## config.mk

```make
export PLATFORM = sky130hd
export DESIGN_NAME = ddr2_addr_cmd_top
export DESIGN_NICKNAME = d
export VERILOG_FILES = /design/src/verilog/ddr2_cmd_pkg.sv /design/src/verilog/addr_cmd_datapath.sv /design/src/verilog/cmd_queue.sv /design/src/verilog/ddio_cmd_out.sv /design/src/verilog/ddr2_addr_cmd_top.sv /design/src/verilog/half_rate_cmd_packer.sv
export SDC_FILE = /design/constraint.sdc
export NUM_CORES = 1
export LEC_CHECK = 0
export ABC_AREA = 0
export BUFFER_PORTS_ARGS = -buffer_cell sky130_fd_sc_hd__buf_2
export CORE_ASPECT_RATIO = 1.75
export CORE_MARGIN = 2
export CORE_UTILIZATION = 54
export DETAILED_ROUTE_END_ITERATION = 10
export GPL_TIMING_DRIVEN = 0
export HOLD_SLACK_MARGIN = 0.12
export PLACE_DENSITY = 0.69
export SETUP_SLACK_MARGIN = 0.2
export SKIP_CTS_REPAIR_TIMING = 1
export SYNTH_ARGS = -nofsm -noshare
export SYNTH_HDL_FRONTEND = slang
export SYNTH_SLANG_ARGS = --single-unit
```

## constraint.sdc

```tcl
create_clock -name clk -period 7.63 [get_ports clk]
set_input_delay 1.1445 -clock clk [delete_from_list [all_inputs] [get_ports clk]]
set_output_delay 1.1445 -clock clk [all_outputs]
set_load 0.005 [all_outputs]
```

## src/verilog/ddr2_cmd_pkg.sv

```systemverilog
// DDR2 address/command path shared definitions
// widths, queue sizing and the NOP encoding used by every stage
package ddr2_cmd_pkg;

	// one memory configuration, one rank
	localparam int MEM_ADDR_W = 13;
	localparam int MEM_BANK_W = 3;

	// queue depth doubles as the client's initial credit count
	localparam int QUEUE_DEPTH = 8;
	localparam int QUEUE_PTR_W = $clog2(QUEUE_DEPTH);
	localparam int QUEUE_COUNT_W = $clog2(QUEUE_DEPTH + 1);

	// address, bank and the six 1-bit command signals
	localparam int CMD_ENTRY_W = MEM_ADDR_W + MEM_BANK_W + 6;

	typedef logic [MEM_ADDR_W-1:0] mem_addr_t;
	typedef logic [MEM_BANK_W-1:0] mem_bank_t;
	typedef logic [2*MEM_ADDR_W-1:0] afi_addr_t;
	typedef logic [2*MEM_BANK_W-1:0] afi_bank_t;
	typedef logic [1:0] afi_ctl_t;
	typedef logic [QUEUE_PTR_W-1:0] queue_ptr_t;
	typedef logic [QUEUE_COUNT_W-1:0] queue_count_t;
	typedef logic [CMD_ENTRY_W-1:0] cmd_entry_t;
	typedef logic [1:0] credit_t;

	// an idle slot keeps all command strobes deasserted
	localparam logic NOP_CS_N = 1'b1;
	localparam logic NOP_RAS_N = 1'b1;
	localparam logic NOP_CAS_N = 1'b1;
	localparam logic NOP_WE_N = 1'b1;

	// clock enable and ODT stay low until the first real command
	localparam logic RESET_CKE = 1'b0;
	localparam logic RESET_ODT = 1'b0;

endpackage

```

## src/verilog/addr_cmd_datapath.sv

```systemverilog
// address/command datapath
// splits the AFI word into DDIO inputs, delaying the high slot by one clk
`timescale 1ns/1ps

module addr_cmd_datapath import ddr2_cmd_pkg::*; (
	input  logic      clk,
	input  logic      reset_n,
	input  afi_addr_t afi_address,
	input  afi_bank_t afi_bank,
	input  afi_ctl_t  afi_cs_n,
	input  afi_ctl_t  afi_ras_n,
	input  afi_ctl_t  afi_cas_n,
	input  afi_ctl_t  afi_we_n,
	input  afi_ctl_t  afi_cke,
	input  afi_ctl_t  afi_odt,
	output mem_addr_t ddio_addr_h,
	output mem_addr_t ddio_addr_l,
	output mem_bank_t ddio_bank_h,
	output mem_bank_t ddio_bank_l,
	output logic      ddio_cs_n_h,
	output logic      ddio_cs_n_l,
	output logic      ddio_ras_n_h,
	output logic      ddio_ras_n_l,
	output logic      ddio_cas_n_h,
	output logic      ddio_cas_n_l,
	output logic      ddio_we_n_h,
	output logic      ddio_we_n_l,
	output logic      ddio_cke_h,
	output logic      ddio_cke_l,
	output logic      ddio_odt_h,
	output logic      ddio_odt_l
);

	// slot 0 goes out on the rising edge straight from the AFI register
	assign ddio_addr_h = afi_address[MEM_ADDR_W-1:0];
	assign ddio_bank_h = afi_bank[MEM_BANK_W-1:0];
	assign ddio_cs_n_h = afi_cs_n[0];
	assign ddio_ras_n_h = afi_ras_n[0];
	assign ddio_cas_n_h = afi_cas_n[0];
	assign ddio_we_n_h = afi_we_n[0];
	assign ddio_cke_h = afi_cke[0];
	assign ddio_odt_h = afi_odt[0];

	// slot 1 is held a cycle so the falling-edge capture sees it after slot 0
	always_ff @(posedge clk or negedge reset_n) begin
		if (!reset_n) begin
			ddio_addr_l <= '0;
			ddio_bank_l <= '0;
			ddio_cs_n_l <= NOP_CS_N;
			ddio_ras_n_l <= NOP_RAS_N;
			ddio_cas_n_l <= NOP_CAS_N;
			ddio_we_n_l <= NOP_WE_N;
			ddio_cke_l <= RESET_CKE;
			ddio_odt_l <= RESET_ODT;
		end else begin
			ddio_addr_l <= afi_address[2*MEM_ADDR_W-1:MEM_ADDR_W];
			ddio_bank_l <= afi_bank[2*MEM_BANK_W-1:MEM_BANK_W];
			ddio_cs_n_l <= afi_cs_n[1];
			ddio_ras_n_l <= afi_ras_n[1];
			ddio_cas_n_l <= afi_cas_n[1];
			ddio_we_n_l <= afi_we_n[1];
			ddio_cke_l <= afi_cke[1];
			ddio_odt_l <= afi_odt[1];
		end
	end

endmodule

```

## src/verilog/cmd_queue.sv

```systemverilog
// DDR2 command queue
// circular buffer with two read heads, up to two pops per cycle and credit return
`timescale 1ns/1ps

module cmd_queue import ddr2_cmd_pkg::*; (
	input  logic         clk,
	input  logic         reset_n,
	input  logic         cmd_valid,
	input  mem_addr_t    cmd_addr,
	input  mem_bank_t    cmd_bank,
	input  logic         cmd_cs_n,
	input  logic         cmd_ras_n,
	input  logic         cmd_cas_n,
	input  logic         cmd_we_n,
	input  logic         cmd_cke,
	input  logic         cmd_odt,
	input  credit_t      pop,
	output mem_addr_t    head0_addr,
	output mem_bank_t    head0_bank,
	output logic         head0_cs_n,
	output logic         head0_ras_n,
	output logic         head0_cas_n,
	output logic         head0_we_n,
	output logic         head0_cke,
	output logic         head0_odt,
	output mem_addr_t    head1_addr,
	output mem_bank_t    head1_bank,
	output logic         head1_cs_n,
	output logic         head1_ras_n,
	output logic         head1_cas_n,
	output logic         head1_we_n,
	output logic         head1_cke,
	output logic         head1_odt,
	output queue_count_t occupancy,
	output credit_t      cmd_credit
);

	cmd_entry_t   entries [QUEUE_DEPTH];
	queue_ptr_t   wr_ptr;
	queue_ptr_t   rd_ptr;
	queue_ptr_t   rd_ptr_next;
	queue_count_t count;

	// depth is a power of two so the pointers wrap on their own
	assign rd_ptr_next = rd_ptr + queue_ptr_t'(1);

	always_ff @(posedge clk) begin
		if (cmd_valid) begin
			entries[wr_ptr] <= {cmd_addr, cmd_bank, cmd_cs_n, cmd_ras_n,
				cmd_cas_n, cmd_we_n, cmd_cke, cmd_odt};
		end
	end

	always_ff @(posedge clk or negedge reset_n) begin
		if (!reset_n) begin
			wr_ptr <= '0;
			rd_ptr <= '0;
			count <= '0;
			cmd_credit <= '0;
		end else begin
			if (cmd_valid) begin
				wr_ptr <= wr_ptr + queue_ptr_t'(1);
			end
			rd_ptr <= rd_ptr + queue_ptr_t'(pop);
			count <= count + queue_count_t'(cmd_valid) - queue_count_t'(pop);
			// entries freed this cycle go back to the client next cycle
			cmd_credit <= pop;
		end
	end

	// the two oldest entries, head1 is only meaningful with two or more queued
	assign {head0_addr, head0_bank, head0_cs_n, head0_ras_n, head0_cas_n,
		head0_we_n, head0_cke, head0_odt} = entries[rd_ptr];
	assign {head1_addr, head1_bank, head1_cs_n, head1_ras_n, head1_cas_n,
		head1_we_n, head1_cke, head1_odt} = entries[rd_ptr_next];

	assign occupancy = count;

endmodule

```

## src/verilog/ddio_cmd_out.sv

```systemverilog
// DDIO output stage for the address and command pins
// rising edge captures h, falling edge captures l, clk picks which one drives
`timescale 1ns/1ps

module ddio_cmd_out import ddr2_cmd_pkg::*; (
	input  logic      clk,
	input  logic      reset_n,
	input  mem_addr_t ddio_addr_h,
	input  mem_addr_t ddio_addr_l,
	input  mem_bank_t ddio_bank_h,
	input  mem_bank_t ddio_bank_l,
	input  logic      ddio_cs_n_h,
	input  logic      ddio_cs_n_l,
	input  logic      ddio_ras_n_h,
	input  logic      ddio_ras_n_l,
	input  logic      ddio_cas_n_h,
	input  logic      ddio_cas_n_l,
	input  logic      ddio_we_n_h,
	input  logic      ddio_we_n_l,
	input  logic      ddio_cke_h,
	input  logic      ddio_cke_l,
	input  logic      ddio_odt_h,
	input  logic      ddio_odt_l,
	output mem_addr_t mem_addr,
	output mem_bank_t mem_bank,
	output logic      mem_cs_n,
	output logic      mem_ras_n,
	output logic      mem_cas_n,
	output logic      mem_we_n,
	output logic      mem_cke,
	output logic      mem_odt
);

	// {addr, bank, cs_n, ras_n, cas_n, we_n, cke, odt}
	cmd_entry_t cap_h;
	cmd_entry_t cap_l;

	// both captures come out of reset as a NOP
	always_ff @(posedge clk or negedge reset_n) begin
		if (!reset_n) begin
			cap_h <= {mem_addr_t'(0), mem_bank_t'(0), NOP_CS_N, NOP_RAS_N,
				NOP_CAS_N, NOP_WE_N, RESET_CKE, RESET_ODT};
		end else begin
			cap_h <= {ddio_addr_h, ddio_bank_h, ddio_cs_n_h, ddio_ras_n_h,
				ddio_cas_n_h, ddio_we_n_h, ddio_cke_h, ddio_odt_h};
		end
	end

	always_ff @(negedge clk or negedge reset_n) begin
		if (!reset_n) begin
			cap_l <= {mem_addr_t'(0), mem_bank_t'(0), NOP_CS_N, NOP_RAS_N,
				NOP_CAS_N, NOP_WE_N, RESET_CKE, RESET_ODT};
		end else begin
			cap_l <= {ddio_addr_l, ddio_bank_l, ddio_cs_n_l, ddio_ras_n_l,
				ddio_cas_n_l, ddio_we_n_l, ddio_cke_l, ddio_odt_l};
		end
	end

	// high phase shows the rising capture, low phase the falling one
	assign {mem_addr, mem_bank, mem_cs_n, mem_ras_n, mem_cas_n, mem_we_n,
		mem_cke, mem_odt} = clk ? cap_h : cap_l;

endmodule

```

## src/verilog/ddr2_addr_cmd_top.sv

```systemverilog
// DDR2 half-rate address/command path top
// queue, packer, datapath and DDIO stage from client commands to memory pins
`timescale 1ns/1ps

module ddr2_addr_cmd_top import ddr2_cmd_pkg::*; (
	input  logic      clk,
	input  logic      reset_n,
	input  logic      cmd_valid,
	input  mem_addr_t cmd_addr,
	input  mem_bank_t cmd_bank,
	input  logic      cmd_cs_n,
	input  logic      cmd_ras_n,
	input  logic      cmd_cas_n,
	input  logic      cmd_we_n,
	input  logic      cmd_cke,
	input  logic      cmd_odt,
	output credit_t   cmd_credit,
	output mem_addr_t mem_addr,
	output mem_bank_t mem_bank,
	output logic      mem_cs_n,
	output logic      mem_ras_n,
	output logic      mem_cas_n,
	output logic      mem_we_n,
	output logic      mem_cke,
	output logic      mem_odt
);

	mem_addr_t    head0_addr, head1_addr;
	mem_bank_t    head0_bank, head1_bank;
	logic         head0_cs_n, head0_ras_n, head0_cas_n, head0_we_n, head0_cke, head0_odt;
	logic         head1_cs_n, head1_ras_n, head1_cas_n, head1_we_n, head1_cke, head1_odt;
	queue_count_t occupancy;
	credit_t      pop;

	afi_addr_t afi_address;
	afi_bank_t afi_bank;
	afi_ctl_t  afi_cs_n, afi_ras_n, afi_cas_n, afi_we_n, afi_cke, afi_odt;

	mem_addr_t ddio_addr_h, ddio_addr_l;
	mem_bank_t ddio_bank_h, ddio_bank_l;
	logic      ddio_cs_n_h, ddio_cs_n_l, ddio_ras_n_h, ddio_ras_n_l;
	logic      ddio_cas_n_h, ddio_cas_n_l, ddio_we_n_h, ddio_we_n_l;
	logic      ddio_cke_h, ddio_cke_l, ddio_odt_h, ddio_odt_l;

	cmd_queue cmd_queue_inst (
		.clk, .reset_n,
		.cmd_valid, .cmd_addr, .cmd_bank, .cmd_cs_n, .cmd_ras_n,
		.cmd_cas_n, .cmd_we_n, .cmd_cke, .cmd_odt,
		.pop,
		.head0_addr, .head0_bank, .head0_cs_n, .head0_ras_n,
		.head0_cas_n, .head0_we_n, .head0_cke, .head0_odt,
		.head1_addr, .head1_bank, .head1_cs_n, .head1_ras_n,
		.head1_cas_n, .head1_we_n, .head1_cke, .head1_odt,
		.occupancy, .cmd_credit
	);

	half_rate_cmd_packer half_rate_cmd_packer_inst (
		.clk, .reset_n,
		.head0_addr, .head0_bank, .head0_cs_n, .head0_ras_n,
		.head0_cas_n, .head0_we_n, .head0_cke, .head0_odt,
		.head1_addr, .head1_bank, .head1_cs_n, .head1_ras_n,
		.head1_cas_n, .head1_we_n, .head1_cke, .head1_odt,
		.occupancy, .pop,
		.afi_address, .afi_bank, .afi_cs_n, .afi_ras_n,
		.afi_cas_n, .afi_we_n, .afi_cke, .afi_odt
	);

	addr_cmd_datapath addr_cmd_datapath_inst (
		.clk, .reset_n,
		.afi_address, .afi_bank, .afi_cs_n, .afi_ras_n,
		.afi_cas_n, .afi_we_n, .afi_cke, .afi_odt,
		.ddio_addr_h, .ddio_addr_l, .ddio_bank_h, .ddio_bank_l,
		.ddio_cs_n_h, .ddio_cs_n_l, .ddio_ras_n_h, .ddio_ras_n_l,
		.ddio_cas_n_h, .ddio_cas_n_l, .ddio_we_n_h, .ddio_we_n_l,
		.ddio_cke_h, .ddio_cke_l, .ddio_odt_h, .ddio_odt_l
	);

	ddio_cmd_out ddio_cmd_out_inst (
		.clk, .reset_n,
		.ddio_addr_h, .ddio_addr_l, .ddio_bank_h, .ddio_bank_l,
		.ddio_cs_n_h, .ddio_cs_n_l, .ddio_ras_n_h, .ddio_ras_n_l,
		.ddio_cas_n_h, .ddio_cas_n_l, .ddio_we_n_h, .ddio_we_n_l,
		.ddio_cke_h, .ddio_cke_l, .ddio_odt_h, .ddio_odt_l,
		.mem_addr, .mem_bank, .mem_cs_n, .mem_ras_n,
		.mem_cas_n, .mem_we_n, .mem_cke, .mem_odt
	);

endmodule

```

## src/verilog/half_rate_cmd_packer.sv

```systemverilog
// half-rate command packer
// moves up to two queued commands per clk into a registered two-slot AFI word
`timescale 1ns/1ps

module half_rate_cmd_packer import ddr2_cmd_pkg::*; (
	input  logic         clk,
	input  logic         reset_n,
	input  mem_addr_t    head0_addr,
	input  mem_bank_t    head0_bank,
	input  logic         head0_cs_n,
	input  logic         head0_ras_n,
	input  logic         head0_cas_n,
	input  logic         head0_we_n,
	input  logic         head0_cke,
	input  logic         head0_odt,
	input  mem_addr_t    head1_addr,
	input  mem_bank_t    head1_bank,
	input  logic         head1_cs_n,
	input  logic         head1_ras_n,
	input  logic         head1_cas_n,
	input  logic         head1_we_n,
	input  logic         head1_cke,
	input  logic         head1_odt,
	input  queue_count_t occupancy,
	output credit_t      pop,
	output afi_addr_t    afi_address,
	output afi_bank_t    afi_bank,
	output afi_ctl_t     afi_cs_n,
	output afi_ctl_t     afi_ras_n,
	output afi_ctl_t     afi_cas_n,
	output afi_ctl_t     afi_we_n,
	output afi_ctl_t     afi_cke,
	output afi_ctl_t     afi_odt
);

	mem_addr_t s0_addr, s1_addr;
	mem_bank_t s0_bank, s1_bank;
	logic      s0_cs_n, s0_ras_n, s0_cas_n, s0_we_n, s0_cke, s0_odt;
	logic      s1_cs_n, s1_ras_n, s1_cas_n, s1_we_n, s1_cke, s1_odt;
	logic      held_cke;
	logic      held_odt;

	// never stall: take whatever is there, at most two
	assign pop = (occupancy >= queue_count_t'(2)) ? credit_t'(2) : credit_t'(occupancy);

	always_comb begin
		if (pop != credit_t'(0)) begin
			{s0_addr, s0_bank, s0_cs_n, s0_ras_n, s0_cas_n, s0_we_n, s0_cke, s0_odt} =
				{head0_addr, head0_bank, head0_cs_n, head0_ras_n, head0_cas_n,
				head0_we_n, head0_cke, head0_odt};
		end else begin
			{s0_addr, s0_bank, s0_cs_n, s0_ras_n, s0_cas_n, s0_we_n, s0_cke, s0_odt} =
				{mem_addr_t'(0), mem_bank_t'(0), NOP_CS_N, NOP_RAS_N, NOP_CAS_N,
				NOP_WE_N, held_cke, held_odt};
		end
		// an empty slot 1 follows whatever slot 0 carries for cke and odt
		if (pop == credit_t'(2)) begin
			{s1_addr, s1_bank, s1_cs_n, s1_ras_n, s1_cas_n, s1_we_n, s1_cke, s1_odt} =
				{head1_addr, head1_bank, head1_cs_n, head1_ras_n, head1_cas_n,
				head1_we_n, head1_cke, head1_odt};
		end else begin
			{s1_addr, s1_bank, s1_cs_n, s1_ras_n, s1_cas_n, s1_we_n, s1_cke, s1_odt} =
				{mem_addr_t'(0), mem_bank_t'(0), NOP_CS_N, NOP_RAS_N, NOP_CAS_N,
				NOP_WE_N, s0_cke, s0_odt};
		end
	end

	always_ff @(posedge clk or negedge reset_n) begin
		if (!reset_n) begin
			afi_address <= '0;
			afi_bank <= '0;
			afi_cs_n <= {2{NOP_CS_N}};
			afi_ras_n <= {2{NOP_RAS_N}};
			afi_cas_n <= {2{NOP_CAS_N}};
			afi_we_n <= {2{NOP_WE_N}};
			afi_cke <= {2{RESET_CKE}};
			afi_odt <= {2{RESET_ODT}};
			held_cke <= RESET_CKE;
			held_odt <= RESET_ODT;
		end else begin
			afi_address <= {s1_addr, s0_addr};
			afi_bank <= {s1_bank, s0_bank};
			afi_cs_n <= {s1_cs_n, s0_cs_n};
			afi_ras_n <= {s1_ras_n, s0_ras_n};
			afi_cas_n <= {s1_cas_n, s0_cas_n};
			afi_we_n <= {s1_we_n, s0_we_n};
			afi_cke <= {s1_cke, s0_cke};
			afi_odt <= {s1_odt, s0_odt};
			// slot 1 always carries the latest issued cke and odt
			held_cke <= s1_cke;
			held_odt <= s1_odt;
		end
	end

endmodule
```

Word-level counts from Yosys, hierarchy flattened --
Memory sizes are Yosys's and may differ from the RTL's. Cells that the tools add are included. W data, S select, Z words.
Word-level totals: memory bits (read-only) 0, memories kept 1, input bits 25, flip-flop bits (word level) 124, logic and storage cells 53, bits in latches 0, RAM bits 176, output and inout bits 24
Memory list:
- cmd_queue_inst.entries | words 8, bits a word 22, read ports 2, clocked after memory_dff 0, wr ports 1, RTL line cmd_queue.sv:38 | cmd_entry_t entries [QUEUE_DEPTH];
Operators by class: div/mod/pow operators 0, $add $sub $neg 5, multipliers 0, reductions and logical operators 1, order comparisons 1, bitwise operators 0, shift-type cells 0, mux-type cells 20, eq/ne operators 1
Operators by type and width (count):
- $mux W13 | 2
- $mux W22 | 1
- $mux W1 | 14
- $add A3 B1 Y3 const B | 2
- $mux W3 | 2
- $add A4 B1 Y4 | 1
- $ge A4 B2 Y1 const B | 1
- $sub A4 B2 Y4 | 1
- $add A3 B2 Y3 | 1
- $eq A2 B2 Y1 const B | 1
- $mux W2 | 1
- $reduce_bool A2 Y1 | 1

Logic depth before layout (Yosys ltp) --
Gate-level depths: netlist of the first run.
word-level depth 5, mapped depth 11, mapped depth without buffers 9

By module --
Synthesis of the first run repeated with hierarchy kept, for this count alone.
Unflattened totals: cells, all modules 753, area, all modules 12715.9 um^2
By module, submodules not included:
- cmd_queue | sequential area each 5585.4 um^2, area an instance 9098.7 um^2, cells an instance 540, instances 1
- half_rate_cmd_packer | sequential area each 1111.1 um^2, area an instance 1511.4 um^2, cells an instance 100, instances 1
- ddio_cmd_out | sequential area each 1111.1 um^2, area an instance 1385.1 um^2, cells an instance 69, instances 1
- addr_cmd_datapath | sequential area each 555.5 um^2, area an instance 720.7 um^2, cells an instance 44, instances 1

==> results of run 1 <==
-- sequential cells by signal, summed over array words and instances, names as in the netlist, 2 cells and up --
register / flops
half_rate_cmd_packer_inst.afi_we_n: 2
half_rate_cmd_packer_inst.afi_cas_n: 2
cmd_queue_inst.occupancy: 4
half_rate_cmd_packer_inst.afi_bank: 6
half_rate_cmd_packer_inst.afi_address: 26
addr_cmd_datapath_inst.ddio_bank_l: 3
addr_cmd_datapath_inst.ddio_addr_l: 13
ddio_cmd_out_inst.cap_h: 22
ddio_cmd_out_inst.cap_l: 22
cmd_queue_inst.cmd_credit: 2
half_rate_cmd_packer_inst.afi_cke: 2
half_rate_cmd_packer_inst.afi_ras_n: 2
half_rate_cmd_packer_inst.afi_cs_n: 2
cmd_queue_inst.rd_ptr: 3
cmd_queue_inst.entries: 176
half_rate_cmd_packer_inst.afi_odt: 2
cmd_queue_inst.wr_ptr: 3
-- area by class of cell --
cell class | instances | area [sq um]
buffer | 34 | 267
clock buffer | 100 | 1920
clock inverter | 12 | 56.3
fill | 1393 | 6980
inverter | 10 | 37.5
multi-input combinational | 275 | 3270
sequential | 298 | 8360
tap | 292 | 365
timing repair buffer | 33 | 234
-- worst max-delay path: cells and delay by family --
family                 cells  cell delay (ns)
buffers and inverters     16             2.14
muxes                      1             0.31
-- per-layer routing --
layer,up-vias,GRT usage (%),part of all wire [%]
met3,91,7.81,6.2
met5,-,0,0
met1,3200,28.8,35
li1,2633,-,-
met4,0,19.7,5.0
met2,268,39.2,53
-- power groups by stage --
stage	registers, mW	clock network (mW)	logic, mW
6_report	2.42	2.77	2.01
2_1_floorplan	2.37	0.206	1.45
5_1_grt	2.47	2.94	2.17
3_5_place_dp	2.44	0.298	2.01
3_3_place_gp	2.41	0.298	1.95
4_1_cts	2.43	2.78	2.04
-- layout by cell type (no fill, tap or decap), drive strengths merged --
master,netlist,routed
xnor2,4,4
inv,11,17
o21ai,4,4
nor3b,1,1
dlygate4sd3,0,1
clkinv,0,5
a32oi,2,2
dfstp,20,20
xor2,3,3
fa,2,2
edfxtp,176,176
nand2b,5,5
nand3,6,6
dfrtn,18,18
nor2b,2,2
mux2i,24,24
nand2,53,53
nor2,25,25
a21oi,21,21
dfrtp,84,84
ha,7,7
buf,28,84
mux4,86,86
or2,1,1
mux2,23,23
clkbuf,6,82
conb,2,3
a21o,1,1
nor3,2,2
-- through the flow --
step           setup slack, ns  hold slack [ns]  cell area (sq um)  power [mW]  std cells
6_report                 0.221            0.320              14500        7.20       1054
5_1_grt                  0.163            0.314              14500        7.57       1054
4_1_cts                  0.153          -0.0649              14500        7.24       1052
3_5_place_dp              1.95            0.335              12600        4.75        964
3_3_place_gp             0.323            0.332              12500        4.66        958
2_1_floorplan             2.04            0.331              11900        4.02        618
-- cell families after synthesis --
family	Yosys count
buffers and inverters	45
AO/OA/AOI/OAI	28
AND/OR/NAND/NOR	95
other	2
adder cells (fa/ha/maj)	9
XOR/XNOR	7
multiplexers	133
flip-flops	298
-- how the worst max path moves through the flow --
stage                                                    start                                     to  cells past startpoint  slack (ns)
after global placement                                 reset_n  ddio_cmd_out_inst.cap_l[17]$_DFF_NN0_                      1        0.32
after CTS                                                  clk                            mem_addr[0]                     17        0.15
after detailed placement  ddio_cmd_out_inst.cap_l[5]$_DFF_NN1_                               mem_cs_n                      2        1.95
after global routing                                       clk                               mem_we_n                     17        0.16
after floorplan           ddio_cmd_out_inst.cap_l[3]$_DFF_NN1_                              mem_cas_n                      1        2.04
final                                                      clk                               mem_we_n                     17        0.22
-- synth_stat cells, drive strengths merged --
library cell	n
a21o	1
a21oi	21
a32oi	2
buf	28
clkbuf	6
conb	2
dfrtn	18
dfrtp	84
dfstp	20
edfxtp	176
fa	2
ha	7
inv	11
mux2	23
mux2i	24
mux4	86
nand2	53
nand2b	5
nand3	6
nor2	25
nor2b	2
nor3	2
nor3b	1
o21ai	4
or2	1
xnor2	4
xor2	3
==> flow_results.xml, run 1 <==
<?xml version="1.0" encoding="UTF-8"?>
<metrics>
  <group name="logic_synthesis">
    <metric name="synth.avg_cell_area" unit="sq um">19.2</metric>
    <metric name="synth_seq_area_share" unit="%">70.5</metric>
    <metric name="syn_inst" unit="">617</metric>
    <metric name="synth_compound_area_share" unit="%">1.27</metric>
    <metric name="post_synth_num_cell_types" unit="">33</metric>
    <metric name="synth_top_area_cell" unit="">edfxtp_1</metric>
    <metric name="portion_of_netlist_area_occupied_by_mux_cells" unit="%">20.8</metric>
    <metric name="yosysWarningCount" unit="">0</metric>
    <metric name="synth_xor_area_share" unit="%">0.517</metric>
    <metric name="area_share_of_the_leading_cell_type_in_the_synthesized_netlist" unit="%">44.5</metric>
    <metric name="synthesis.area" unit="sq um">11900</metric>
    <metric name="synth-simple-area-share" unit="%">3.29</metric>
    <metric name="main_combinational_cell_family_by_area_after_synthesis" unit="">multiplexers</metric>
    <metric name="ys_top_cells_by_area" unit="">edfxtp_1 (45%), dfrtp_1 (18%), mux4_2 (15%)</metric>
    <metric name="yosys.area_share.adder" unit="%">1.08</metric>
    <metric name="synth-seq-cells" unit="">298</metric>
  </group>
  <group name="detailed_routing">
    <metric name="drt_iter0_drc" unit="">608</metric>
    <metric name="viasPerCell" unit="">5.87</metric>
    <metric name="avgRoutedWirePerCell" unit="um">25.2</metric>
    <metric name="postRouteWirelength" unit="um">26500</metric>
    <metric name="ant_nets" unit="">0</metric>
    <metric name="dr_total_vias" unit="">6192</metric>
    <metric name="detail_route.first_pass.iterations" unit="">7</metric>
    <metric name="drcViolationCount" unit="">0</metric>
  </group>
  <group name="critical_path">
    <metric name="reg2reg_to" unit="">ddio_cmd_out_inst.cap_l[5]$_DFF_NN1_</metric>
    <metric name="timing.critical_path.from_type" unit="">clock port</metric>
    <metric name="worst_flop_to_flop_path_startpoint" unit="">addr_cmd_datapath_inst.ddio_cs_n_l$_DFF_PN1_</metric>
    <metric name="cp_slowest_stage_delay" unit="ns">0.31</metric>
    <metric name="crit_path_max_delay_cell_type" unit="">mux2_4</metric>
    <metric name="ff2ff_path_depth" unit="">0</metric>
    <metric name="timing.critical_path.fanout_max" unit="">5</metric>
    <metric name="critical_path_required" unit="ns">6.49</metric>
    <metric name="critical_path.cell_chain" unit="">clkbuf_16 -&gt; clkbuf_16 -&gt; clkbuf_16 -&gt; clkbuf_16 -&gt; clkbuf_16 -&gt; clkbuf_16 -&gt; clkbuf_16 -&gt; clkbuf_16 -&gt; clkbuf_16 -&gt; clkbuf_16 -&gt; clkbuf_16 -&gt; clkbuf_16 -&gt; buf_8 -&gt; clkbuf_16 -&gt; clkbuf_16 -&gt; mux2_4 -&gt; buf_6</metric>
    <metric name="path_common_cell" unit="">clkbuf_16</metric>
    <metric name="setup.worst_path.class" unit="">clock port to primary output</metric>
    <metric name="critical_path_arrival" unit="ns">6.26</metric>
    <metric name="ff2ff_setup_slack" unit="ns">3.14</metric>
    <metric name="setup.worst_path.end_class" unit="">primary output</metric>
  </group>
  <group name="worst_hold_path">
    <metric name="whs_endpoint" unit="">cmd_queue_inst.entries[3][3]$_DFFE_PP_</metric>
    <metric name="hold_path_class" unit="">primary input to register</metric>
    <metric name="hold_path_startpoint" unit="">cmd_cas_n</metric>
    <metric name="worst_hold_path.num_cells" unit="">1</metric>
  </group>
  <group name="timing">
    <metric name="worst_clock_skew" unit="ns">0.101</metric>
    <metric name="worst_max_slew_pin_slew" unit="ns">0.905</metric>
    <metric name="count_of_final_max_slew_check_failures" unit="">0</metric>
    <metric name="setup_violations" unit="">0</metric>
    <metric name="fin_tns_setup" unit="ns">0</metric>
    <metric name="setup_repair_after_global_routing_missed_its_margin" unit="">true</metric>
    <metric name="max_slew_margin" unit="%">39.5</metric>
    <metric name="final_hold_viol_count" unit="">0</metric>
  </group>
  <group name="floorplan">
    <metric name="row_count" unit="">71</metric>
    <metric name="dieWidth" unit="um">116</metric>
    <metric name="placeableCoreArea" unit="sq um">21500</metric>
    <metric name="die_area" unit="sq um">23200</metric>
    <metric name="die_h" unit="um">200</metric>
    <metric name="initial_core_util" unit="%">55.2</metric>
    <metric name="top_level_ports" unit="">49</metric>
  </group>
  <group name="cells_and_area">
    <metric name="num-nets-final" unit="">776</metric>
    <metric name="n_antenna_cell" unit="">0</metric>
    <metric name="final_core_util" unit="%">67.5</metric>
    <metric name="layout-drive-gt1-share" unit="%">38.5</metric>
    <metric name="layout-area-overhead-vs-synth" unit="%">22.3</metric>
  </group>
  <group name="run_status">
    <metric name="run_status" unit="">complete, no violations</metric>
  </group>
  <group name="grt">
    <metric name="overflow" unit="">0</metric>
    <metric name="antenna_found_initial" unit="">0</metric>
    <metric name="global_route_wire_length_before_repair" unit="um">40400</metric>
    <metric name="grt_use_total" unit="%">25.3</metric>
    <metric name="first_global_vias" unit="">7135</metric>
    <metric name="grt_max_degree" unit="">92</metric>
  </group>
  <group name="pwr">
    <metric name="cell_internal_pwr" unit="mW">5.01</metric>
    <metric name="worst_ir_drop_vdd" unit="mV">0.217</metric>
    <metric name="power.share.switching" unit="%">30.5</metric>
    <metric name="pwr-share-clk" unit="%">38.4</metric>
    <metric name="comb_power_share" unit="%">27.9</metric>
    <metric name="leakage" unit="nW">5.60</metric>
    <metric name="power_density_normalized_to_cell_area" unit="nW/um^2">496</metric>
    <metric name="netSwitchingPower" unit="mW">2.20</metric>
    <metric name="seqPwrFrac" unit="%">33.6</metric>
  </group>
  <group name="placement">
    <metric name="port_buffers" unit="">48</metric>
    <metric name="place_congestion" unit="">0.761</metric>
    <metric name="place_hpwl" unit="um">16100</metric>
  </group>
  <group name="cts">
    <metric name="clk_latency" unit="ns">1.19</metric>
    <metric name="tritoncts" unit="">yes</metric>
    <metric name="clock_pin_slew_on_the_worst_setup_and_hold_paths" unit="ns">0.06</metric>
  </group>
  <group name="run">
    <metric name="drv.max_cap_violation_count" unit="">0</metric>
  </group>
</metrics>
No activity file was read; power rests on OpenSTA's default activity.
==> run 2, diff against run 1 <==
- CORE_UTILIZATION: 54 -> 40
- PLACE_DENSITY: 0.69 -> 0.54
==> run 2 against run 1 <==
Against the previous run:
- worst setup slack better by 0.035 ns
- combinational power barely moved
- die area increased by 34%
- total power is 0.21% lower
- sequential power barely moved
- worst hold slack lost 0.0088 ns
- non-clock buffer count is the same
- critical path depth stayed put
- sequential cell count stayed put
- count of clock-buffer cells in the layout is 5 lower
- clock skew increased by 0.0011 ns
- global-route usage fell by 6.8 points
- critical path type unchanged
- largest power group unchanged
- highest routed layer unchanged
==> flow_results.xml, run 2 (same netlist as run 1, synthesis figures left out) <==
<?xml version="1.0" encoding="UTF-8"?>
<metrics>
  <group name="floorplan">
    <metric name="row_count" unit="">83</metric>
    <metric name="top_level_ports" unit="">49</metric>
    <metric name="initial_core_util" unit="%">40.5</metric>
    <metric name="placeableCoreArea" unit="sq um">29300</metric>
    <metric name="dieWidth" unit="um">134</metric>
    <metric name="die_h" unit="um">232</metric>
    <metric name="die_area" unit="sq um">31100</metric>
  </group>
  <group name="timing">
    <metric name="setup_violations" unit="">0</metric>
    <metric name="count_of_final_max_slew_check_failures" unit="">0</metric>
    <metric name="worst_clock_skew" unit="ns">0.102</metric>
    <metric name="final_hold_viol_count" unit="">0</metric>
    <metric name="max_slew_margin" unit="%">36.9</metric>
    <metric name="worst_max_slew_pin_slew" unit="ns">0.945</metric>
    <metric name="worst_slack" unit="ns">0.256</metric>
    <metric name="setup_repair_after_global_routing_missed_its_margin" unit="">false</metric>
    <metric name="fin_tns_setup" unit="ns">0</metric>
  </group>
  <group name="critical_path">
    <metric name="critical_path_required" unit="ns">6.49</metric>
    <metric name="worst_flop_to_flop_path_startpoint" unit="">addr_cmd_datapath_inst.ddio_cs_n_l$_DFF_PN1_</metric>
    <metric name="timing.critical_path.from_type" unit="">clock port</metric>
    <metric name="setup.worst_path.end_class" unit="">primary output</metric>
    <metric name="timing.critical_path.fanout_max" unit="">6</metric>
    <metric name="setup.worst_path.class" unit="">clock port to primary output</metric>
    <metric name="ff2ff_setup_slack" unit="ns">3.14</metric>
    <metric name="reg2reg_to" unit="">ddio_cmd_out_inst.cap_l[5]$_DFF_NN1_</metric>
    <metric name="ff2ff_path_depth" unit="">0</metric>
    <metric name="critical_path_arrival" unit="ns">6.23</metric>
  </group>
  <group name="placement">
    <metric name="place_congestion" unit="">0.766</metric>
    <metric name="pre_cts_slack" unit="ns">1.95</metric>
    <metric name="place_hpwl" unit="um">17200</metric>
    <metric name="placed_cells" unit="">1054</metric>
    <metric name="port_buffers" unit="">48</metric>
  </group>
  <group name="cells_and_area">
    <metric name="layout-drive-gt1-share" unit="%">38.2</metric>
    <metric name="biggestRegsByFlops" unit="">cmd_queue_inst.entries (176), half_rate_cmd_packer_inst.afi_address (26)</metric>
    <metric name="num-nets-final" unit="">775</metric>
    <metric name="number_of_flip_flops_in_the_largest_register" unit="">176</metric>
    <metric name="final_common_cell" unit="">edfxtp_1</metric>
    <metric name="final_core_util" unit="%">49.9</metric>
    <metric name="layout-area-overhead-vs-synth" unit="%">23.2</metric>
    <metric name="max_flop_register" unit="">cmd_queue_inst.entries</metric>
    <metric name="final-instance-count-excl-fill" unit="">1144</metric>
    <metric name="final_cell_mix" unit="">edfxtp_1 (176), dfrtp_1 (84), mux4_2 (77)</metric>
    <metric name="n_antenna_cell" unit="">0</metric>
  </group>
  <group name="detailed_routing">
    <metric name="drcViolationCount" unit="">0</metric>
    <metric name="dr_total_vias" unit="">6010</metric>
    <metric name="detail_route.first_pass.iterations" unit="">5</metric>
    <metric name="viasPerCell" unit="">5.25</metric>
    <metric name="drt_iter0_drc" unit="">322</metric>
    <metric name="ant_nets" unit="">0</metric>
    <metric name="avgRoutedWirePerCell" unit="um">23.2</metric>
    <metric name="postRouteWirelength" unit="um">26500</metric>
  </group>
  <group name="pwr">
    <metric name="leakage" unit="nW">5.58</metric>
    <metric name="worst_ir_drop_vdd" unit="mV">0.288</metric>
    <metric name="power_density_normalized_to_cell_area" unit="nW/um^2">492</metric>
  </group>
  <group name="grt">
    <metric name="global_route_wire_length_before_repair" unit="um">40600</metric>
    <metric name="first_global_vias" unit="">7138</metric>
    <metric name="grt_max_degree" unit="">103</metric>
    <metric name="antenna_found_initial" unit="">0</metric>
    <metric name="overflow" unit="">0</metric>
    <metric name="grt_use_total" unit="%">18.5</metric>
  </group>
  <group name="cts">
    <metric name="tritoncts" unit="">yes</metric>
    <metric name="clk_latency" unit="ns">1.19</metric>
    <metric name="clock_pin_slew_on_the_worst_setup_and_hold_paths" unit="ns">0.07</metric>
  </group>
  <group name="worst_hold_path">
    <metric name="hold_path_class" unit="">primary input to register</metric>
    <metric name="hold_path_startpoint" unit="">cmd_addr[2]</metric>
    <metric name="whs_endpoint" unit="">cmd_queue_inst.entries[7][11]$_DFFE_PP_</metric>
    <metric name="worst_hold_path.num_cells" unit="">1</metric>
  </group>
  <group name="run">
    <metric name="drv.max_cap_violation_count" unit="">0</metric>
  </group>
  <group name="run_status">
    <metric name="run_status" unit="">complete, no violations</metric>
  </group>
</metrics>
## run 2: cell types whose count changed in the layout (fill, tap and decap cells not counted), sizes merged
| cell | change |
|---|---|
| clkinvlp | +4 |
| buf | -1 |
| clkinv | +2 |
| clkbuf | -4 |
| inv | -3 |
| bufinv | +2 |
## run 2: metal layers
layer  global-route usage, %  vias up  wire length (um)
li1                        -     2623                 -
met1                    20.2     3116             10100
met2                    31.0      182             14100
met3                    4.87       89              1120
met4                    13.4        0              1150
met5                       0        -                 0
## run 2: how the worst max path moves through the flow
stage | start | slack (ns) | to | depth (start not counted)
after floorplan | ddio_cmd_out_inst.cap_l[3]$_DFF_NN1_ | 2.04 | mem_cas_n | 1
after global placement | reset_n | 0.30 | ddio_cmd_out_inst.cap_l[13]$_DFF_NN0_ | 1
after CTS | clk | 0.15 | mem_bank[1] | 17
after global routing | clk | 0.21 | mem_bank[1] | 17
final | clk | 0.26 | mem_bank[1] | 17
after detailed placement | ddio_cmd_out_inst.cap_l[5]$_DFF_NN1_ | 1.95 | mem_cs_n | 2
## run 2: cell type report
cell class	count	area [sq um]
Buffer	34	263
Clock buffer	95	1850
Clock inverter	17	130
Fill cell	2448	14700
Inverter	10	37.5
Multi-Input combinational cell	275	3270
Sequential cell	298	8360
Tap cell	382	478
Timing Repair Buffer	33	234
## run 2: critical path, cell delays in order
cell	delay, ns
clkbuf_16	0.13
clkbuf_16	0.14
clkbuf_16	0.13
clkbuf_16	0.13
clkbuf_16	0.13
clkbuf_16	0.13
clkbuf_16	0.13
clkbuf_16	0.13
clkbuf_16	0.13
clkbuf_16	0.13
clkbuf_16	0.13
clkbuf_16	0.13
buf_6	0.12
clkbuf_16	0.15
clkbuf_16	0.15
mux2_4	0.29
buf_2	0.13
## run 2: report_power, final
part | switching [mW] | total [mW] | internal, mW
clock network | 0.896 | 2.75 | 1.86
logic | 1.13 | 2.04 | 0.909
registers | 0.158 | 2.40 | 2.24
## run 2: stage by stage
stage               total power, mW  hold slack [ns]  instance area [sq um]
floorplan                      4.02            0.331                  11900
global route                   7.56            0.303                  14600
finish                         7.19            0.311                  14600
detailed placement             4.80            0.335                  12700
CTS                            7.30           -0.139                  14600
global placement               4.71            0.333                  12600
